`config.mk`:
```
export PLATFORM = sky130hd
export DESIGN_NAME = ice_spi_top
export DESIGN_NICKNAME = d
export VERILOG_FILES = /design/src/ice_spi_pkg.sv /design/src/ice_spi_top.sv /design/src/spi_resp_tx.sv /design/src/spi_cmd_decode.sv /design/src/spi_msg_rx.sv
export VERILOG_INCLUDE_DIRS = /design/src /design/src/src
export SDC_FILE = /design/constraint.sdc
export NUM_CORES = 1
export LEC_CHECK = 0
export ABC_AREA = 1
export BUFFER_PORTS_ARGS = -buffer_cell sky130_fd_sc_hd__buf_2
export CAP_MARGIN = 20
export CORE_UTILIZATION = 55
export CTS_CLUSTER_DIAMETER = 40
export CTS_CLUSTER_SIZE = 30
export DETAILED_ROUTE_END_ITERATION = 8
export GPL_TIMING_DRIVEN = 0
export PLACE_DENSITY_LB_ADDON = 0.3
export SETUP_SLACK_MARGIN = 0.3
export SLEW_MARGIN = 30
export SYNTH_ARGS = -nofsm -noshare
export SYNTH_HDL_FRONTEND = slang
export SYNTH_SLANG_ARGS = --single-unit
export TNS_END_PERCENT = 20
```
`constraint.sdc`:
```
create_clock -name ice_st_spi_clk -period 6.04 [get_ports ice_st_spi_clk]
set_clock_uncertainty 0.15 [all_clocks]
set_input_delay 0.302 -clock ice_st_spi_clk [delete_from_list [all_inputs] [get_ports ice_st_spi_clk]]
set_output_delay 0.302 -clock ice_st_spi_clk [all_outputs]
set_load 0.01 [all_outputs]
```
`src/ice_spi_settings.svh`:
```
`ifndef ICE_SPI_SETTINGS_SVH
`define ICE_SPI_SETTINGS_SVH

// ========================================
// Message layout
// ========================================

// Command message from the host, type on top
`define ICE_SPI_MSG_LEN         64
`define ICE_SPI_TYPE_LEN        8
`define ICE_SPI_ARG_LEN         56

// Response sent back on all eight lines
`define ICE_SPI_RESP_LEN        64
`define ICE_SPI_RESP_WORDS      4

// Nibble counts on the four command lines
// The host sends one dummy byte before every message
`define ICE_SPI_DUMMY_NIBBLES   2
`define ICE_SPI_MSG_NIBBLES     16

// ========================================
// Message types
// ========================================

// Set in the type when the host waits for a response
`define ICE_SPI_TYPE_RESP_BIT   6

`define ICE_SPI_TYPE_ECHO       8'hC0
`define ICE_SPI_TYPE_LED_SET    8'h81
`define ICE_SPI_TYPE_NOP        8'h80

// Board LEDs
`define ICE_SPI_LED_WIDTH       4

`endif
```
`src/ice_spi_pkg.sv`:
```
`include "ice_spi_settings.svh"

package ice_spi_pkg;

    // ========================================
    // Command message
    // ========================================

    typedef logic [`ICE_SPI_TYPE_LEN-1:0] msg_type_t;
    typedef logic [`ICE_SPI_ARG_LEN-1:0]  msg_arg_t;

    // Type occupies the top byte, argument the rest
    typedef struct packed {
        msg_type_t msg_type;
        msg_arg_t  arg;
    } msg_t;

    // ========================================
    // Response and board state
    // ========================================

    typedef logic [`ICE_SPI_RESP_LEN-1:0] resp_t;

    typedef logic [`ICE_SPI_LED_WIDTH-1:0] led_t;

endpackage

```
`src/ice_spi_top.sv`:
```
module ice_spi_top (
    input  logic              ice_st_spi_clk,
    input  logic              spi_cs,
    input  logic [3:0]        spi_d_in,
    output logic [7:0]        spi_d_out,
    output logic              spi_d_oe,
    output ice_spi_pkg::led_t led
);

    // Receiver to decoder
    ice_spi_pkg::msg_t msg;
    logic              msg_valid;

    // Decoder to serializer
    ice_spi_pkg::resp_t resp;
    logic               resp_valid;

    // ========================================
    // Command receive
    // ========================================

    spi_msg_rx u_msg_rx (
        .ice_st_spi_clk (ice_st_spi_clk),
        .spi_cs         (spi_cs),
        .spi_d_in       (spi_d_in),
        .msg            (msg),
        .msg_valid      (msg_valid)
    );

    // ========================================
    // Decode and LED
    // ========================================

    spi_cmd_decode u_cmd_decode (
        .ice_st_spi_clk (ice_st_spi_clk),
        .spi_cs         (spi_cs),
        .msg            (msg),
        .msg_valid      (msg_valid),
        .resp           (resp),
        .resp_valid     (resp_valid),
        .led            (led)
    );

    // ========================================
    // Response out
    // ========================================

    // Tristate buffers sit on the board, driven from spi_d_oe
    spi_resp_tx u_resp_tx (
        .ice_st_spi_clk (ice_st_spi_clk),
        .spi_cs         (spi_cs),
        .resp           (resp),
        .resp_valid     (resp_valid),
        .spi_d_out      (spi_d_out),
        .spi_d_oe       (spi_d_oe)
    );

endmodule

```
`src/spi_resp_tx.sv`:
```
`include "ice_spi_settings.svh"

module spi_resp_tx (
    input  logic               ice_st_spi_clk,
    input  logic               spi_cs,
    input  ice_spi_pkg::resp_t resp,
    input  logic               resp_valid,
    output logic [7:0]         spi_d_out,
    output logic               spi_d_oe
);

    localparam int WORD_LEN = `ICE_SPI_RESP_LEN / `ICE_SPI_RESP_WORDS;

    logic [WORD_LEN-1:0] word_q;
    ice_spi_pkg::resp_t  rest_q;     // words still waiting to go out
    logic                second_q;

    // ========================================
    // Output word
    // ========================================

    always_ff @(posedge ice_st_spi_clk or negedge spi_cs) begin
        if (!spi_cs) begin
            spi_d_oe <= 1'b0;
            second_q <= 1'b0;
            word_q   <= '0;
        end else if (resp_valid) begin
            spi_d_oe <= 1'b1;
            second_q <= 1'b0;
            word_q   <= resp[`ICE_SPI_RESP_LEN-1 -: WORD_LEN];
        end else if (spi_d_oe) begin
            second_q <= !second_q;
            // Two nibble pairs per word, then the next word
            if (second_q) begin
                word_q <= rest_q[`ICE_SPI_RESP_LEN-1 -: WORD_LEN];
            end else begin
                word_q <= {word_q[WORD_LEN-5:0], 4'h0};
            end
        end
    end

    // Remaining words, zero once the response is used up
    always_ff @(posedge ice_st_spi_clk) begin
        if (resp_valid) begin
            rest_q <= resp << WORD_LEN;
        end else if (spi_d_oe && second_q) begin
            rest_q <= rest_q << WORD_LEN;
        end
    end

    // Dual-flash layout: high lines from byte 1, low lines from byte 0
    assign spi_d_out = {word_q[WORD_LEN-1 -: 4], word_q[WORD_LEN/2-1 -: 4]};

    // Lines are only driven after a response was handed over
    a_oe_needs_resp: assert property (
        @(posedge ice_st_spi_clk) disable iff (!spi_cs)
        $rose(spi_d_oe) |-> $past(resp_valid)
    );

endmodule

```
`src/spi_cmd_decode.sv`:
```
`include "ice_spi_settings.svh"

module spi_cmd_decode (
    input  logic               ice_st_spi_clk,
    input  logic               spi_cs,
    input  ice_spi_pkg::msg_t  msg,
    input  logic               msg_valid,
    output ice_spi_pkg::resp_t resp,
    output logic               resp_valid,
    output ice_spi_pkg::led_t  led
);

    // Zero bits below the echoed argument
    localparam int PAD_LEN = `ICE_SPI_RESP_LEN - `ICE_SPI_ARG_LEN;

    logic type_known;
    logic is_echo;
    logic is_led_set;
    logic want_resp;

    // ========================================
    // Type decode
    // ========================================

    always_comb begin
        type_known = 1'b0;
        case (msg.msg_type)
            `ICE_SPI_TYPE_ECHO,
            `ICE_SPI_TYPE_LED_SET,
            `ICE_SPI_TYPE_NOP: begin
                type_known = 1'b1;
            end
            default: begin
                type_known = 1'b0;
            end
        endcase
    end

    assign is_echo    = (msg.msg_type == `ICE_SPI_TYPE_ECHO);
    assign is_led_set = (msg.msg_type == `ICE_SPI_TYPE_LED_SET);

    // Unknown types never answer, even with the response bit set
    assign want_resp = type_known && msg.msg_type[`ICE_SPI_TYPE_RESP_BIT];

    // ========================================
    // Response strobe
    // ========================================

    always_ff @(posedge ice_st_spi_clk or negedge spi_cs) begin
        if (!spi_cs) begin
            resp_valid <= 1'b0;
        end else begin
            resp_valid <= msg_valid && want_resp;
        end
    end

    // Response payload
    // Echo returns the argument left aligned
    always_ff @(posedge ice_st_spi_clk) begin
        if (msg_valid && is_echo) begin
            resp <= {msg.arg, {PAD_LEN{1'b0}}};
        end
    end

    // ========================================
    // LED register
    // ========================================

    // Keeps its value across deselects
    always_ff @(posedge ice_st_spi_clk) begin
        if (msg_valid && is_led_set) begin
            led <= msg.arg[`ICE_SPI_LED_WIDTH-1:0];
        end
    end

    // A response only follows a decoded message
    a_resp_after_msg: assert property (
        @(posedge ice_st_spi_clk) disable iff (!spi_cs)
        resp_valid |-> $past(msg_valid)
    );

endmodule

```
`src/spi_msg_rx.sv`:
```
`include "ice_spi_settings.svh"

module spi_msg_rx (
    input  logic              ice_st_spi_clk,
    input  logic              spi_cs,
    input  logic [3:0]        spi_d_in,
    output ice_spi_pkg::msg_t msg,
    output logic              msg_valid
);

    // Nibble positions within one selection
    localparam int MSG_FIRST = `ICE_SPI_DUMMY_NIBBLES;
    localparam int MSG_LAST  = `ICE_SPI_DUMMY_NIBBLES + `ICE_SPI_MSG_NIBBLES - 1;
    localparam int CNT_PARK  = MSG_LAST + 1;
    localparam int CNT_W     = $clog2(CNT_PARK + 1);

    logic [CNT_W-1:0]            nib_cnt;
    logic [`ICE_SPI_MSG_LEN-1:0] shift_q;
    logic                        in_msg;

    // ========================================
    // Nibble counter
    // ========================================

    // High while the current nibble belongs to the message
    assign in_msg = (nib_cnt >= CNT_W'(MSG_FIRST)) && (nib_cnt <= CNT_W'(MSG_LAST));

    always_ff @(posedge ice_st_spi_clk or negedge spi_cs) begin
        if (!spi_cs) begin
            nib_cnt   <= '0;
            msg_valid <= 1'b0;
        end else begin
            // Count through dummy and message, then park
            if (nib_cnt != CNT_W'(CNT_PARK)) begin
                nib_cnt <= nib_cnt + 1'b1;
            end
            msg_valid <= (nib_cnt == CNT_W'(MSG_LAST));
        end
    end

    // ========================================
    // Message shift register
    // ========================================

    // MSB first, one nibble per clock
    always_ff @(posedge ice_st_spi_clk) begin
        if (in_msg) begin
            shift_q <= {shift_q[`ICE_SPI_MSG_LEN-5:0], spi_d_in};
        end
    end

    // The host cannot send a type with its top bit set, so it is forced here
    assign msg = {1'b1, shift_q[`ICE_SPI_MSG_LEN-2:0]};

    // At most one message strobe per selection
    a_one_msg_per_sel: assert property (
        @(posedge ice_st_spi_clk) disable iff (!spi_cs)
        msg_valid |=> always !msg_valid
    );

    // Message stays put from its strobe until deselect
    a_msg_stable: assert property (
        @(posedge ice_st_spi_clk) disable iff (!spi_cs)
        msg_valid |=> always $stable(msg)
    );

endmodule

```
# Word-level counts from Yosys, hierarchy flattened
# Index checks and enable logic that the tools add are counted.
# word_totals
reg_bits	188
elab_cells	36
out_inout_bits	13
in_bits	6
# op_classes
n_lt_le_gt_ge	2
muxes	8
n_reduce_logical	11
n_eq_ne	4
addsub	1
# ops
operator	count
$mux 64	2
$mux 16	3
$eq 7x1->1 const B	1
$eq 7x7->1 const B	1
$logic_not 7->1	1
$logic_and 1x1->1	6
$add 5x1->5 const B	1
$eq 5x5->1 const B	1
$ge 5x2->1 const B	1
$le 5x5->1 const B	1
$ne 5x5->1 const B	1
$reduce_bool 2->1	2
$mux 1	3
$reduce_or 3->1	1
$logic_not 1->1	1

# Longest topological paths before layout
# logic_depth
word_depth	5
depth_mapped	6
mapped_depth_nobuf	6

# Modules after synthesis
# From an unflattened synthesis, not the netlist that was laid out.
# hier_totals
hier_cells	538
area_unflattened_um2	7274.5
# by_module_without_submodules
mod	instances	cells_per_inst	area_each_um2	seq_area_each_um2
spi_resp_tx	1	348	3072.9	1891.8
spi_msg_rx	1	98	2225.9	2042.0
spi_cmd_decode	1	92	1975.6	1826.8

# Worst setup path after synthesis
# OpenSTA, ideal clock, no wires.
# synth_path
path_kind	reg2reg
startpoint	register u_msg_rx.shift_q[57]
endpoint	register u_cmd_decode.resp[10] (enable)
t_arrival_ns	4.374
setup_time_ns	0.539
path_slack_ns	0.977
path_stages_with_launch	4
path_buffers	0
path_cell_list	edfxtp_1 -> inv_1 -> nand3_1 -> nor3_1
# synth_between
elab_chain_cells	2
# synth_lines
element	line_no	text
start, declared	spi_msg_rx.sv:18	logic [`ICE_SPI_MSG_LEN-1:0] shift_q;
start signal, assigned	spi_msg_rx.sv:48	shift_q <= {shift_q[`ICE_SPI_MSG_LEN-5:0], spi_d_in};
$eq 7x7->1	-	
$logic_and 1x1->1	spi_cmd_decode.sv:60	if (msg_valid && is_echo) begin
end signal, assigned	spi_cmd_decode.sv:61	resp <= {msg.arg, {PAD_LEN{1'b0}}};
end, declared	spi_cmd_decode.sv:8	output ice_spi_pkg::resp_t resp,
# No other way between the ends.
# A chain may end at the register's enable or synchronous reset.

# Final worst setup path
# layout_path
startpoint	register u_msg_rx.nib_cnt[0]
endpoint	register u_msg_rx.shift_q[7] (enable)
# layout_between
elab_chain_cells	2
# layout_lines
element	line_no	text
start, declared	spi_msg_rx.sv:17	logic [CNT_W-1:0] nib_cnt;
start signal, assigned	spi_msg_rx.sv:35	nib_cnt <= nib_cnt + 1'b1;
$ge 5x2->1 / $le 5x5->1 (equally long branches)	spi_msg_rx.sv:26	assign in_msg = (nib_cnt >= CNT_W'(MSG_FIRST)) && (nib_cnt <= CNT_W'(MSG_LAST));
$logic_and 1x1->1 (*)	spi_msg_rx.sv:26	
named net u_msg_rx.in_msg	spi_msg_rx.sv:19	logic in_msg;
# The timed path passes the listed nets; every way through them passes the cells marked *.

==> summary.txt <==
Outcome
  • Status: completed

Route
  • Vias: between 3k and 4k
  • Post-DRT Antenna Nets: 0
  • Final wirelength: roughly 10000 um
  • Violation count after the first detailed-route iteration: around 250
  • Via density: between 4 and 5
  • Drt pass-1 iters: 4
  • Residual DRC: 0
  • Routed length per instance: 14.9 um

Die
  • Chip height: 113 um
  • Core area: between 10000 and 15000 um^2
  • Site Rows: 40
  • Initial Util: 0.562
  • Die area: around 13000 um^2
  • I/O pin total: 19
  • Die Wd: 113 um

Setup path
  • Crit-path max FO: 44
  • Slowest stage delay, CP: 0.44 ns
  • Setup crit start kind: register
  • Most used cell, CP: nand2_1
  • Buf/Inv on CP: 2
  • Required time worst endpoint: about 6.0 ns
  • Worst Setup Path Type: reg -> reg
  • Worst-case reg-to-reg path depth: 7
  • Setup crit end kind: register
  • CP delay by family, top: simple AND/OR/NAND/NOR gates
  • CP max-delay cell: dfrtp_1
  • Critical Path Stages: 7
  • Critical path data arrival time: 2.11 ns
  • Worst-path cell chain: inv_1, ha_1, nor2_1, nand2_1, nand2_1, nand3_4, buf_12

Run
  • Maxcap violations: 0

Synth
  • Gate count of the mapped netlist: 471
  • Seq/Total Area, Yosys: 0.817
  • Syn Area/Cell: between 10 and 15 um^2
  • Distinct cells, synth: 18
  • Yosys reg bits: ~190
  • Synth Net Count: 480
  • Area of the mapped netlist: about 6800 um^2
  • Yosys warns: 0

Global routing
  • First-pass GRT wire length: approximately 17000 um
  • All-Layer GR Usage: 0.184
  • Global Route met2 Usage: 0.301
  • Vias in the first global route: 3464
  • GR peak layer: met2
  • Met3 usage: 0.0627
  • GRT met1 Usage: 0.227
  • Antenna violations before repair: 0
  • Largest net degree at the start of global routing: 45
  • Grt total ovfl: 0

Clock tree
  • Num CTS Buffers: 17
  • H-tree Lvls: 4
  • Clk slew on worst S/H paths: 0.07 ns
  • Clk_lat worst skew: 0.43 ns
  • Clk buf depth: 2
  • Postcts setup bufs: 0
  • Root buf cell: clkbuf_16
  • TritonCTS clock tree: built
  • Num Clock Sinks: 188

Placement
  • DP Cell Count: 645
  • IO Port Bufs: 18
  • Gpl congestion: a little over 0.8
  • Post-Place Worst Slack: 3.95 ns
  • HPWL Detailed: 6530 um

Final layout
  • Layout cells sized above 1: 0.157
  • Nets: 531
  • P&R area growth vs syn: 15.8%
  • Antenna cells: 0
  • Layout Utilization: 0.651
  • Final std cells w/o fill: 682
  • FILL cells: around 840

STA
  • Final Hold Viols: 0
  • Fin worst setup slack: 3.94 ns
  • Fmax: between 400 and 500 MHz
  • Min cycle time layout: between 2 and 2.5 ns
  • RSZ-0062 raised after global routing: no
  • Slew HR: 0.556
  • Slew Viols, Final: 0
  • Period Utilization, post-route: 0.348
  • Total negative slack: 0 ns
  • Worst slew pin tran: 0.663 ns
  • Final setup fails: 0

Power and ir drop
  • Leak pwr: 3.15 nW
  • VDD IR max: about 0.23 mV
  • PD cells: 331 nW/um^2

Worst hold path
  • Hold Path Class: in -> async
==> where the power goes <==
part / total (mW) / switching (mW) / internal [mW]
combinational: 0.0364 / 0.0220 / 0.0144
clock: 1.15 / 0.461 / 0.692
sequential: 1.40 / 0.00232 / 1.40
==> worst reg2reg max path: stages (launching register included) <==
cell and delay (ns):
dfrtp_1 0.44, inv_1 0.09, ha_1 0.24, nor2_1 0.11
nand2_1 0.06, nand2_1 0.11, nand3_4 0.28, buf_12 0.31
==> routing by layer <==
| layer | up-vias | wire [um] |
|---|---|---|
| li1 | 1684 | - |
| met4 | 0 | 206 |
| met2 | 59 | 5010 |
| met1 | 1625 | 4600 |
| met3 | 19 | 346 |
| met5 | - | 0 |
==> final timing paths <==
check                                           to            startpoint  slack, ns
min                            u_msg_rx.nib_cnt[2]                spi_cs       0.25
max in group asynchronous      u_resp_tx.word_q[0]                spi_cs       5.11
min reg2reg                  u_cmd_decode.resp[55]  u_msg_rx.shift_q[47]       0.30
max reg2reg                    u_msg_rx.shift_q[7]   u_msg_rx.nib_cnt[0]       3.94
min in group ice_st_spi_clk  u_cmd_decode.resp[55]  u_msg_rx.shift_q[47]       0.30
max                            u_msg_rx.shift_q[7]   u_msg_rx.nib_cnt[0]       3.94
==> cell type report <==
| type | count | area, um^2 | share of cell area |
|---|---|---|---|
| buffer | 21 | 139 | 0.0178 |
| clock buffer | 17 | 425 | 0.0544 |
| clock inverter | 15 | 198 | 0.0253 |
| inverter | 47 | 176 | 0.0226 |
| multi-input combinational | 215 | 938 | 0.120 |
| sequential | 188 | 5520 | 0.706 |
| tap | 147 | 184 | 0.0235 |
| timing repair buffer | 32 | 240 | 0.0307 |
==> per-stage QoR <==
stage          cell area (um^2)  power, mW  hold slack (ns)
6_report                   7820       2.59            0.251
4_1_cts                    7820       2.61            0.265
3_3_place_gp               7030       1.46            0.173
2_1_floorplan              6750       1.45           -0.144
3_5_place_dp               7150       1.46            0.186
5_1_grt                    7820       2.66            0.291
==> layout by cell type (no fill, tap or decap), drive strengths merged, types with 2 or more instances in the layout <==
cell / count
ha: 3
nand2: 157
nand4: 3
dfrtp: 25
buf: 47
bufinv: 4
nor3: 2
inv: 48
nor2: 8
clkinvlp: 3
clkbuf: 18
nand3: 37
edfxtp: 163
dlygate4sd3: 5
xor2: 2
clkinv: 7
==> synthesized netlist by cell type <==
master    number  area share
and2_1         1     0.00093
nor2_2         1     0.00093
nand2_1      157       0.087
clkbuf_1       1     0.00056
nand4_1        3      0.0028
buf_2          6      0.0044
nor2_4         1      0.0017
nand3_1       37       0.027
a21oi_1        1     0.00074
ha_1           3      0.0056
nor3_1         2      0.0015
xor2_1         2      0.0026
inv_1         47       0.026
dfrtp_1       25       0.093
buf_4         14       0.016
nor2_1         6      0.0033
xnor2_1        1      0.0013
edfxtp_1     163        0.72
==> registers in the layout (all words and copies together) (netlist names), 4 cells and up <==
signal / cells
u_cmd_decode.resp: 56
u_msg_rx.nib_cnt: 5
u_resp_tx.word_q: 16
u_cmd_decode.led: 4
u_msg_rx.shift_q: 63
u_resp_tx.rest_q: 40
==> what timing repair did <==
action	4_1_cts	5_1_grt
setup endpoints to repair	0	0
endpoints found under the hold margin	29	0
gates resized for setup	0	0
hold buffers	5	0
==> cell families after synthesis <==
logic type,after synthesis,share of synthesized area
AND/OR/NAND/NOR,208,0.126
flip-flops,188,0.817
buffers and inverters,68,0.0467
XOR/XNOR,3,0.00389
adder cells (fa/ha/maj),3,0.00556
AO/OA/AOI/OAI,1,0.000740
(Power assumes the default switching activity.)
